## src/hw/ctrl_config.svh

```systemverilog
`ifndef CTRL_CONFIG_SVH
`define CTRL_CONFIG_SVH

// ALU operation code width
`define CTRL_ALUCTRL_W 6

// N, Z, C, V
`define CTRL_FLAGS_W 4

// Condition field, instruction bits 31:28
`define CTRL_COND_W 4

// Destination register that aliases the program counter
`define CTRL_PC_REG 15

`endif

```

## src/hw/ctrlPkg.sv

```systemverilog
`include "ctrl_config.svh"

package ctrlPkg;

  typedef logic [`CTRL_ALUCTRL_W-1:0] aluCtrlT;

  // Fixed ALU codes outside the data-op space
  localparam aluCtrlT ALU_B         = 6'd0;
  localparam aluCtrlT ALU_BL        = 6'd1;
  localparam aluCtrlT ALU_MEM_BASE  = 6'd2;   // Memory sub-code offset
  localparam aluCtrlT ALU_BOF       = 6'd16;  // Branch on flags
  localparam aluCtrlT ALU_BLOF      = 6'd17;  // Branch-link on flags
  localparam aluCtrlT ALU_CBZ       = 6'd18;
  localparam aluCtrlT ALU_CBNZ      = 6'd19;
  localparam aluCtrlT ALU_MULDIV_LO = 6'h27;  // MUL
  localparam aluCtrlT ALU_MULDIV_HI = 6'h2F;  // SDIV
  localparam aluCtrlT ALU_MOV       = 6'h39;

  typedef struct packed {
    logic n;
    logic z;
    logic c;
    logic v;
  } flagsT;

  // Code 15 is treated as always
  typedef enum logic [`CTRL_COND_W-1:0] {
    EQ, NE, CS, CC, MI, PL, VS, VC, HI, LS, GE, LT, GT, LE, AL
  } condT;

  typedef struct packed {
    logic [1:0] flagWrite;  // {NZ, CV}
    logic       branch;
    logic       memWrite;
    logic       regWrite;
    logic       pcSrc;
    logic       memtoReg;
    logic       aluSrc;
    aluCtrlT    aluCtrl;
    condT       cond;
  } ePayloadT;

  typedef struct packed {
    logic memWrite;
    logic memtoReg;
    logic regWrite;
    logic pcSrc;
  } mPayloadT;

  typedef struct packed {
    logic memtoReg;
    logic regWrite;
    logic pcSrc;
  } wPayloadT;

endpackage

```

## src/hw/mainDecoder.sv

```systemverilog
`timescale 1ns/1ps
`include "ctrl_config.svh"

module mainDecoder (
  input  logic [31:12] instr,
  output logic [1:0]   regSrc,
  output logic [1:0]   immSrc,
  output logic         aluSrc,
  output logic         memtoReg,
  output logic         regWrite,
  output logic         memWrite,
  output logic         branch,
  output logic         pcSrc,
  output logic         aluOp
);

  logic isData;
  logic isBranch;
  logic slBit;
  logic destIsPc;

  assign isData   = instr[27];
  assign isBranch = ~instr[27] & instr[26];  // Only meaningful outside data ops
  assign slBit    = instr[20];                // S on data, L on memory
  assign destIsPc = (instr[15:12] == 4'(`CTRL_PC_REG));

  always_comb begin
    regSrc   = 2'b00;
    immSrc   = 2'b00;
    aluSrc   = 1'b0;
    memtoReg = 1'b0;
    regWrite = 1'b0;
    memWrite = 1'b0;
    branch   = 1'b0;
    if (isData) begin
      aluSrc   = instr[25];  // Immediate operand
      regWrite = 1'b1;
    end else if (isBranch) begin
      regSrc = 2'b01;
      immSrc = 2'b10;
      branch = 1'b1;         // No memory write on branches
    end else begin
      // Load when L is set, store otherwise
      regSrc   = {~slBit, 1'b0};
      immSrc   = 2'b01;
      aluSrc   = 1'b1;
      memtoReg = slBit;
      regWrite = slBit;
      memWrite = ~slBit;
    end
  end

  assign aluOp = isData;
  assign pcSrc = branch | (regWrite & destIsPc);  // Branch or write to PC

endmodule

```

## src/hw/aluDecoder.sv

```systemverilog
`timescale 1ns/1ps

module aluDecoder
  import ctrlPkg::*;
(
  input  logic [31:12] instr,
  input  logic         aluOp,
  output aluCtrlT      aluControl,
  output logic [1:0]   flagWrite
);

  localparam logic [4:0] DATA_UNDEF = 5'b11111;

  logic [4:0] dataCode;
  logic [3:0] memCode;
  logic       sBit;
  logic       isMulDiv;
  logic       noCvUpdate;

  assign dataCode = {instr[26], instr[24:21]};
  assign memCode  = instr[24:21];
  assign sBit     = instr[20];

  always_comb begin
    if (aluOp) begin
      // Data op space 0x20 to 0x3E
      if (dataCode == DATA_UNDEF) begin
        aluControl = '0;
      end else begin
        aluControl = {1'b1, dataCode};
      end
    end else if (instr[26]) begin
      case (instr[25:24])
        2'b00:   aluControl = ALU_B;
        2'b01:   aluControl = ALU_BL;
        2'b11:   aluControl = ALU_CBZ;   // Test and branch
        default: aluControl = ALU_CBNZ;
      endcase
    end else begin
      case (memCode)
        4'd14:   aluControl = ALU_BOF;   // Moved off sub-code 4
        4'd15:   aluControl = ALU_BLOF;  // Moved off sub-code 5
        default: aluControl = {2'b00, memCode} + ALU_MEM_BASE;
      endcase
    end
  end

  // Multiply, divide, MOV and the undefined code leave C and V alone
  assign isMulDiv   = (aluControl >= ALU_MULDIV_LO) && (aluControl <= ALU_MULDIV_HI);
  assign noCvUpdate = isMulDiv || (aluControl == ALU_MOV) || (dataCode == DATA_UNDEF);

  assign flagWrite[1] = aluOp & sBit;                // N and Z
  assign flagWrite[0] = aluOp & sBit & ~noCvUpdate;  // C and V

endmodule

```

## src/hw/condUnit.sv

```systemverilog
`timescale 1ns/1ps
`include "ctrl_config.svh"

module condUnit
  import ctrlPkg::*;
(
  input  logic       clk,
  input  logic       rstN,
  input  condT       cond,
  input  flagsT      aluFlags,
  input  logic [1:0] flagWrite,
  output logic       condEx,
  output logic       carry
);

  flagsT                  flagsQ;
  flagsT                  flagsNext;
  logic [`CTRL_FLAGS_W-1:0] updMask;

  always_comb begin
    case (cond)
      EQ:      condEx = flagsQ.z;
      NE:      condEx = ~flagsQ.z;
      CS:      condEx = flagsQ.c;
      CC:      condEx = ~flagsQ.c;
      MI:      condEx = flagsQ.n;
      PL:      condEx = ~flagsQ.n;
      VS:      condEx = flagsQ.v;
      VC:      condEx = ~flagsQ.v;
      HI:      condEx = flagsQ.c & ~flagsQ.z;
      LS:      condEx = ~flagsQ.c | flagsQ.z;
      GE:      condEx = (flagsQ.n == flagsQ.v);
      LT:      condEx = (flagsQ.n != flagsQ.v);
      GT:      condEx = ~flagsQ.z & (flagsQ.n == flagsQ.v);
      LE:      condEx = flagsQ.z | (flagsQ.n != flagsQ.v);
      default: condEx = 1'b1;  // AL and code 15
    endcase
  end

  // High bit selects N and Z, low bit selects C and V
  assign updMask   = {flagWrite[1], flagWrite[1], flagWrite[0], flagWrite[0]};
  assign flagsNext = (flagsQ & ~updMask) | (aluFlags & updMask);

  always_ff @(posedge clk) begin
    if (!rstN) begin
      flagsQ <= '0;
    end else if (condEx) begin
      flagsQ <= flagsNext;  // Skipped instructions keep the flags
    end
  end

  assign carry = flagsQ.c;

endmodule

```

## src/hw/pipeReg.sv

```systemverilog
`timescale 1ns/1ps

module pipeReg #(
  parameter type     payloadT  = logic,
  parameter payloadT clearMask = '1   // Bits zeroed by clear
) (
  input  logic    clk,
  input  logic    rstN,
  input  logic    en,
  input  logic    clear,
  input  payloadT d,
  output payloadT q
);

  always_ff @(posedge clk) begin
    if (!rstN) begin
      q <= '0;
    end else if (clear) begin
      // Unmasked bits still follow en
      q <= en ? (d & ~clearMask) : (q & ~clearMask);
    end else if (en) begin
      q <= d;
    end
  end

endmodule

```

## src/hw/controlPipe.sv

```systemverilog
`timescale 1ns/1ps

module controlPipe
  import ctrlPkg::*;
(
  input  logic       clk,
  input  logic       rstN,
  input  logic       flushE,
  input  condT       condD,
  input  flagsT      aluFlagsE,
  input  aluCtrlT    aluControlD,
  input  logic [1:0] flagWriteD,
  input  logic       branchD,
  input  logic       memWriteD,
  input  logic       regWriteD,
  input  logic       pcSrcD,
  input  logic       memtoRegD,
  input  logic       aluSrcD,
  output logic       aluSrcE,
  output aluCtrlT    aluControlE,
  output logic       branchTakenE,
  output logic       carryE,
  output logic       memtoRegE,
  output logic       memWriteM,
  output logic       regWriteM,
  output logic       memtoRegW,
  output logic       regWriteW,
  output logic       pcSrcW,
  output logic       pcWrPendingF
);

  // Flush kills control bits only, the operand fields pass through
  localparam ePayloadT E_CLEAR_MASK = '{
    flagWrite: 2'b11, branch: 1'b1, memWrite: 1'b1, regWrite: 1'b1,
    pcSrc: 1'b1, memtoReg: 1'b1, aluSrc: 1'b0, aluCtrl: '0, cond: condT'(0)
  };

  ePayloadT dE, qE;
  mPayloadT dM, qM;
  wPayloadT dW, qW;
  logic     condEx;

  assign dE = '{
    flagWrite: flagWriteD, branch: branchD, memWrite: memWriteD, regWrite: regWriteD,
    pcSrc: pcSrcD, memtoReg: memtoRegD, aluSrc: aluSrcD, aluCtrl: aluControlD, cond: condD
  };

  pipeReg #(.payloadT(ePayloadT), .clearMask(E_CLEAR_MASK)) execReg (
    .clk(clk), .rstN(rstN), .en(1'b1), .clear(flushE), .d(dE), .q(qE)
  );

  condUnit condU (
    .clk(clk), .rstN(rstN), .cond(qE.cond), .aluFlags(aluFlagsE),
    .flagWrite(qE.flagWrite), .condEx(condEx), .carry(carryE)
  );

  assign branchTakenE = qE.branch & condEx;
  assign dM = '{
    memWrite: qE.memWrite & condEx, memtoReg: qE.memtoReg,
    regWrite: qE.regWrite & condEx, pcSrc: qE.pcSrc & condEx
  };

  pipeReg #(.payloadT(mPayloadT)) memReg (
    .clk(clk), .rstN(rstN), .en(1'b1), .clear(1'b0), .d(dM), .q(qM)
  );

  assign dW = '{memtoReg: qM.memtoReg, regWrite: qM.regWrite, pcSrc: qM.pcSrc};

  pipeReg #(.payloadT(wPayloadT)) wbReg (
    .clk(clk), .rstN(rstN), .en(1'b1), .clear(1'b0), .d(dW), .q(qW)
  );

  assign aluSrcE     = qE.aluSrc;
  assign aluControlE = qE.aluCtrl;
  assign memtoRegE   = qE.memtoReg;
  assign memWriteM   = qM.memWrite;
  assign regWriteM   = qM.regWrite;
  assign memtoRegW   = qW.memtoReg;
  assign regWriteW   = qW.regWrite;
  assign pcSrcW      = qW.pcSrc;

  // Execute term is ungated, fetch stalls on any possible PC write
  assign pcWrPendingF = pcSrcD | qE.pcSrc | qM.pcSrc;

endmodule

```

## src/hw/controller.sv

```systemverilog
`timescale 1ns/1ps

module controller
  import ctrlPkg::*;
(
  input  logic         clk,
  input  logic         rstN,
  input  logic [31:12] instrD,
  input  flagsT        aluFlagsE,
  input  logic         flushE,
  output logic [1:0]   regSrcD,
  output logic [1:0]   immSrcD,
  output logic         aluSrcE,
  output logic         branchTakenE,
  output aluCtrlT      aluControlE,
  output logic         carryE,
  output logic         memWriteM,
  output logic         memtoRegW,
  output logic         pcSrcW,
  output logic         regWriteW,
  output logic         regWriteM,
  output logic         memtoRegE,
  output logic         pcWrPendingF
);

  aluCtrlT    aluControlD;
  logic [1:0] flagWriteD;
  logic       aluOpD;
  logic       aluSrcD;
  logic       memtoRegD;
  logic       regWriteD;
  logic       memWriteD;
  logic       branchD;
  logic       pcSrcD;

  mainDecoder mainDec (
    .instr(instrD), .regSrc(regSrcD), .immSrc(immSrcD), .aluSrc(aluSrcD),
    .memtoReg(memtoRegD), .regWrite(regWriteD), .memWrite(memWriteD),
    .branch(branchD), .pcSrc(pcSrcD), .aluOp(aluOpD)
  );

  aluDecoder aluDec (
    .instr(instrD), .aluOp(aluOpD), .aluControl(aluControlD), .flagWrite(flagWriteD)
  );

  controlPipe ctrlPipe (
    .clk(clk), .rstN(rstN), .flushE(flushE), .condD(condT'(instrD[31:28])),
    .aluFlagsE(aluFlagsE), .aluControlD(aluControlD), .flagWriteD(flagWriteD),
    .branchD(branchD), .memWriteD(memWriteD), .regWriteD(regWriteD), .pcSrcD(pcSrcD),
    .memtoRegD(memtoRegD), .aluSrcD(aluSrcD), .aluSrcE(aluSrcE),
    .aluControlE(aluControlE), .branchTakenE(branchTakenE), .carryE(carryE),
    .memtoRegE(memtoRegE), .memWriteM(memWriteM), .regWriteM(regWriteM),
    .memtoRegW(memtoRegW), .regWriteW(regWriteW), .pcSrcW(pcSrcW),
    .pcWrPendingF(pcWrPendingF)
  );

endmodule

```

## config.mk

```make
export PLATFORM = sky130hd
export DESIGN_NAME = controller
export DESIGN_NICKNAME = d
export VERILOG_FILES = /design/src/hw/ctrlPkg.sv /design/src/hw/mainDecoder.sv /design/src/hw/aluDecoder.sv /design/src/hw/condUnit.sv /design/src/hw/pipeReg.sv /design/src/hw/controlPipe.sv /design/src/hw/controller.sv
export VERILOG_INCLUDE_DIRS = /design/src /design/src/hw
export SDC_FILE = /design/constraint.sdc
export NUM_CORES = 1
export LEC_CHECK = 0
export BUFFER_PORTS_ARGS = -buffer_cell sky130_fd_sc_hd__buf_2
export CAP_MARGIN = 30
export CORE_UTILIZATION = 52
export DETAILED_ROUTE_END_ITERATION = 12
export PLACE_DENSITY = 0.84
export SKIP_CTS_REPAIR_TIMING = 1
export SLEW_MARGIN = 20
export SYNTH_ARGS = -nofsm -noshare
export SYNTH_HDL_FRONTEND = slang
export SYNTH_HIERARCHICAL = 1
export SYNTH_SLANG_ARGS = --single-unit
```

## constraint.sdc

```tcl
create_clock -name clk -period 2.26 [get_ports clk]
set_clock_uncertainty 0.05 [all_clocks]
set_input_delay 0.113 -clock clk [delete_from_list [all_inputs] [get_ports clk]]
set_output_delay 0.113 -clock clk [all_outputs]
set_load 0.01 [all_outputs]
```

; ---- Yosys cells after proc, flatten, opt, wreduce, memory -nomap -nowiden
; Index checks and enable logic that the tools add are counted.
[classes]
shifts = 0
mul = 0
bitwise_logic = 27
addsub = 1
n_reduce_logical = 8
div = 0
eq_ne = 22
n_lt_le_gt_ge = 2
mux = 16
[ops]
columns = cell, count
row1 = $eq A4 B4 Y1 const B, 9
row2 = $mux W6, 3
row3 = $eq A4 B3 Y1 const B, 4
row4 = $pmux W5 S3, 1
row5 = $pmux W1 S14, 1
row6 = $pmux W6 S2, 1
row7 = $and A1 B1 Y1, 10
row8 = $and A4 B4 Y4, 2
row9 = $eq A4 B2 Y1 const B, 2
row10 = $mux W2, 4
row11 = $not A1 Y1, 8
row12 = $eq A6 B6 Y1 const B, 1
row13 = $ge A6 B6 Y1 const B, 1
row14 = $le A6 B6 Y1 const B, 1
row15 = $mux W1, 6
row16 = $add A4 B2 Y5 const B, 1
row17 = $eq A5 B5 Y1 const B, 1
row18 = $or A1 B1 Y1, 5
row19 = $eq A4 B1 Y1 const B, 1
row20 = $logic_not A4 Y1, 1
row21 = $not A4 Y4, 1
row22 = $or A4 B4 Y4, 1
row23 = $reduce_or A4 Y1, 1
row24 = $reduce_or A3 Y1, 1
row25 = 8 further kinds, 9
[totals]
mem_bits_rw = 0
n_memories = 0
inputBits = 27
rom_bits = 0
latch_bits = 0
ff_bits = 29

; ---- Longest topological paths before layout
[logic_depth]
ltp_word = 10
mapped_depth = 8
mapped_depth_nobuf = 7

; ---- Modules after synthesis
; The synthesis kept the hierarchy.
[by_module_without_submodules]
columns = module, area_per_inst_um2, n_inst, cells_per_inst
row1 = pipeReg at ctrlPipe.execReg, 676.9, 1, 58
row2 = condUnit, 357.8, 1, 41
row3 = aluDecoder, 280.3, 1, 38
row4 = pipeReg at ctrlPipe.memReg, 146.4, 1, 14
row5 = pipeReg at ctrlPipe.wbReg, 107.6, 1, 10
row6 = mainDecoder, 83.8, 1, 13
row7 = controlPipe, 40.0, 1, 7

; ---- Worst setup path before layout
; OpenSTA, ideal clock, no wires.
[synth_path]
kind = reg-to-reg
startpoint = register ctrlPipe/execReg/q[3] (netlist name)
endpoint = register ctrlPipe/memReg/q[0] (netlist name)
setup_time_ns = 0.116
setup_slack_ns = 0.646
path_stages_with_launch = 9
n_path_buf = 1
period_less_slack_ns = 1.614
arrival_time_ns = 1.447
required_time_ns = 2.094
path_cell_list = dfxtp_1 clkbuf_2 a21boi_1 a31o_2 a32oi_2 nand2_1 and2_2 mux2i_1 nor2_1
[synth_rtl]
columns = item, line
row1 = "start, declared", pipeReg.sv:12  ; output payloadT q
row2 = "start signal, assigned", pipeReg.sv:20  ; q <= en ? (d & ~clearMask) : (q & ~clearMask);
row3 = "end signal, assigned", pipeReg.sv:20
row4 = "end, declared", pipeReg.sv:12

; ---- Final worst setup path
[layout_path]
startpoint = register ctrlPipe/execReg/q[3] (netlist name)
endpoint = output port branchTakenE
[layout_between]
elab_chain_cells = 3
[layout_lines]
columns = item, line
row1 = $eq A4 B4 Y1 (tied with other cells), condUnit.sv:21  ; case (cond)
row2 = $pmux W1 S14 (*), condUnit.sv:21
row3 = via ctrlPipe.condEx, controlPipe.sv:41  ; logic condEx;
row4 = $and A1 B1 Y1 (*), controlPipe.sv:57  ; assign branchTakenE = qE.branch & condEx;
row5 = "end, declared", controller.sv:14  ; output logic branchTakenE,
; Mark *: on every way through the listed nets, which the timed path passes. The rest lies on a longest branch.

==> impl_metrics.ini <==
[run_status]
outcome = finished with violations
violations = hold timing

[global_routing]
antenna_found_initial = 0
grt_max_degree = 23
grt_pass1_wl_um = 5320
track_usage = 0.210
grt_pass1_vias = 1206
grt-ovfl-total = 0

[sta]
hold_viol = 1
worst_slack_ps = 130
setup_viol = 0
rsz0062_at_grt = no
holdWs_ps = -3.54
fmax_mhz = 469
final.min_clock_period_ps = 2130
finalMaxSlewViolations = 0
tns_ps = 0
period_share = 0.943

[detailed_routing]
antenna_left = 0
firstDrtPassIters = 4
drt_iter0_drc = 47
wl_per_cell_um = 12.2
drt_drc_violations_left = 0
num_vias = 1389
routed_wl_um = 3310
via_per_inst = 5.14

[cells_and_area]
drive_gt1_frac = 0.265
antennaDiodeCount = 0
area_growth_pct = 16.7
final_nets = 255

[pwr]
vdd_drop_max_mv = 0.369
finalPower_uw = 1090
cellLeakagePower_uw = 0.000928
power_density_nw_per_um2 = 550

[worst_hold_path]
min_path_type = input port to register
hold_depth = 3
hold_start = instrD[28]

[logic_synthesis]
ys_ff_latch = 29
synthFlopType = dfxtp_1
async_flop_share = 0
synth-edff-count = 0
postSynthCellCount = 181
syn_avg_cell_area_um2 = 9.35
yosysWarningCount = 6
synth-seq-area-share = 0.343
synth_cell_types = 49
synth_area_um2 = 1690

[setup_path]
startpoint = ctrlPipe/execReg/q[3]
rr_worst_depth = 7
timing.rr.end = ctrlPipe/memReg/q[0]
critPathRequiredTime_ps = 2100
regToRegSetupSlack_ps = 390
critical_path.max_fanout = 10
reg2reg_from = ctrlPipe/execReg/q[3]
crit_type = register to output port
startpoint_type = register
cp-end-kind = output port
endpoint = branchTakenE
cp.arrival_ps = 1970

[clock_network]
cts_buffer_depth = 2
htreeDepth = 2
clockRootBuffer = clkbuf_4
clkTransAtPathRegs_ps = 90
clkSinkCount = 29
cts_tree = done
clk_latency_ps = 330
numCtsBuffers = 5

[floorplanning]
fp-row-count = 20
start_util = 0.550
die_w_um = 59.1
core_um2 = 3080
io-pin-count = 47
fp.dieH_um = 59.1
die_area_um2 = 3490

[placement]
gp_congestion = 0.821
pre_cts_ws_ps = 426
dp_hpwl_um = 2440
io_buffers = 42

[job]
drv_cap = 0
[cell usage after synthesis (2+ instances only)]
master / number / share of area
mux2i_1: 32 / 0.19
dfxtp_1: 29 / 0.34
nor2_1: 19 / 0.042
nor2b_1: 12 / 0.044
nand2_1: 10 / 0.022
nand2b_1: 6 / 0.022
a21oi_1: 5 / 0.015
inv_1: 5 / 0.011
and2_1: 4 / 0.015
buf_4: 4 / 0.018
buf_6: 4 / 0.027
a21o_1: 3 / 0.013
ha_1: 3 / 0.022
nor3_1: 3 / 0.0089
xnor2_1: 3 / 0.016
a21boi_2: 2 / 0.013
clkbuf_1: 2 / 0.0044
clkbuf_2: 2 / 0.0059
conb_1: 2 / 0.0044
nand4_1: 2 / 0.0074
[per-layer routing]
layer  vias to the layer above  share of wire  GRT usage
li1                        705              -          -
met1                       641           0.45      0.253
met2                        35           0.48      0.333
met3                         8          0.051     0.0568
met4                         0          0.017      0.133
met5                         -              0          0
[worst max-delay path: stages (launching register included)]
cell and delay [ps]:
dfxtp_1 530, a21boi_1 170, a31o_2 250, a32oi_2 230, nand2_1 160, and2_1 160, buf_2 130
[placed cells by master, fill, tap and decap left out, types with 2 or more instances in the layout]
| cell | instances |
|---|---|
| a21o_1 | 3 |
| dfxtp_1 | 29 |
| nor2_1 | 19 |
| a21boi_2 | 2 |
| ha_1 | 3 |
| dlygate4sd3_1 | 5 |
| buf_2 | 42 |
| conb_1 | 7 |
| nand2_1 | 10 |
| clkbuf_4 | 5 |
| nor3_1 | 3 |
| clkbuf_8 | 2 |
| xnor2_1 | 3 |
| nand2b_1 | 6 |
| a21oi_1 | 5 |
| inv_1 | 5 |
| mux2i_1 | 32 |
| nand4_1 | 2 |
| and2_1 | 4 |
| nor2b_1 | 12 |
[kinds of logic after synthesis]
family | share of synthesized area
AND/OR/NAND/NOR | 0.198
multiplexers | 0.189
flip-flops | 0.343
AO/OA/AOI/OAI | 0.140
buffers and inverters | 0.0828
XOR/XNOR | 0.0207
adder cells (fa/ha/maj) | 0.0222
other | 0.00444
[through the flow]
stage	utilization	area, µm²	instances	hold slack [ps]
floorplan	-	1710	186	191
global placement	0.603	1860	257	314
detailed placement	0.603	1860	257	322
CTS	0.626	1930	265	-43.1
global route	0.642	1980	270	3.29
finish	0.642	1980	270	-3.54
[how the worst min path moves through the flow]
| stage | slack (ps) | endpoint |
|---|---|---|
| 2_1_floorplan | 190 | ctrlPipe/execReg/q[8] |
| 3_3_place_gp | 310 | register |
| 3_5_place_dp | 320 | register |
| 4_1_cts | -40 | register |
| 5_1_grt | 3 | ctrlPipe/execReg/q[0] |
| 6_report | -4 | ctrlPipe/execReg/q[0] |
[power by group]
group	internal, µW	switching (µW)
clock	180	180
combinational	86.7	97.5
sequential	526	15.6
[area by class of cell]
type | instances | area (µm²)
fillers | 296 | 1100
multi-input cells | 137 | 991
flip-flops and latches | 29 | 581
repair buffers | 47 | 260
clock buffers | 7 | 65.1
well taps | 44 | 55.1
inverters | 5 | 18.8
clock inverters | 1 | 5.00
(Power assumes the default switching activity.)
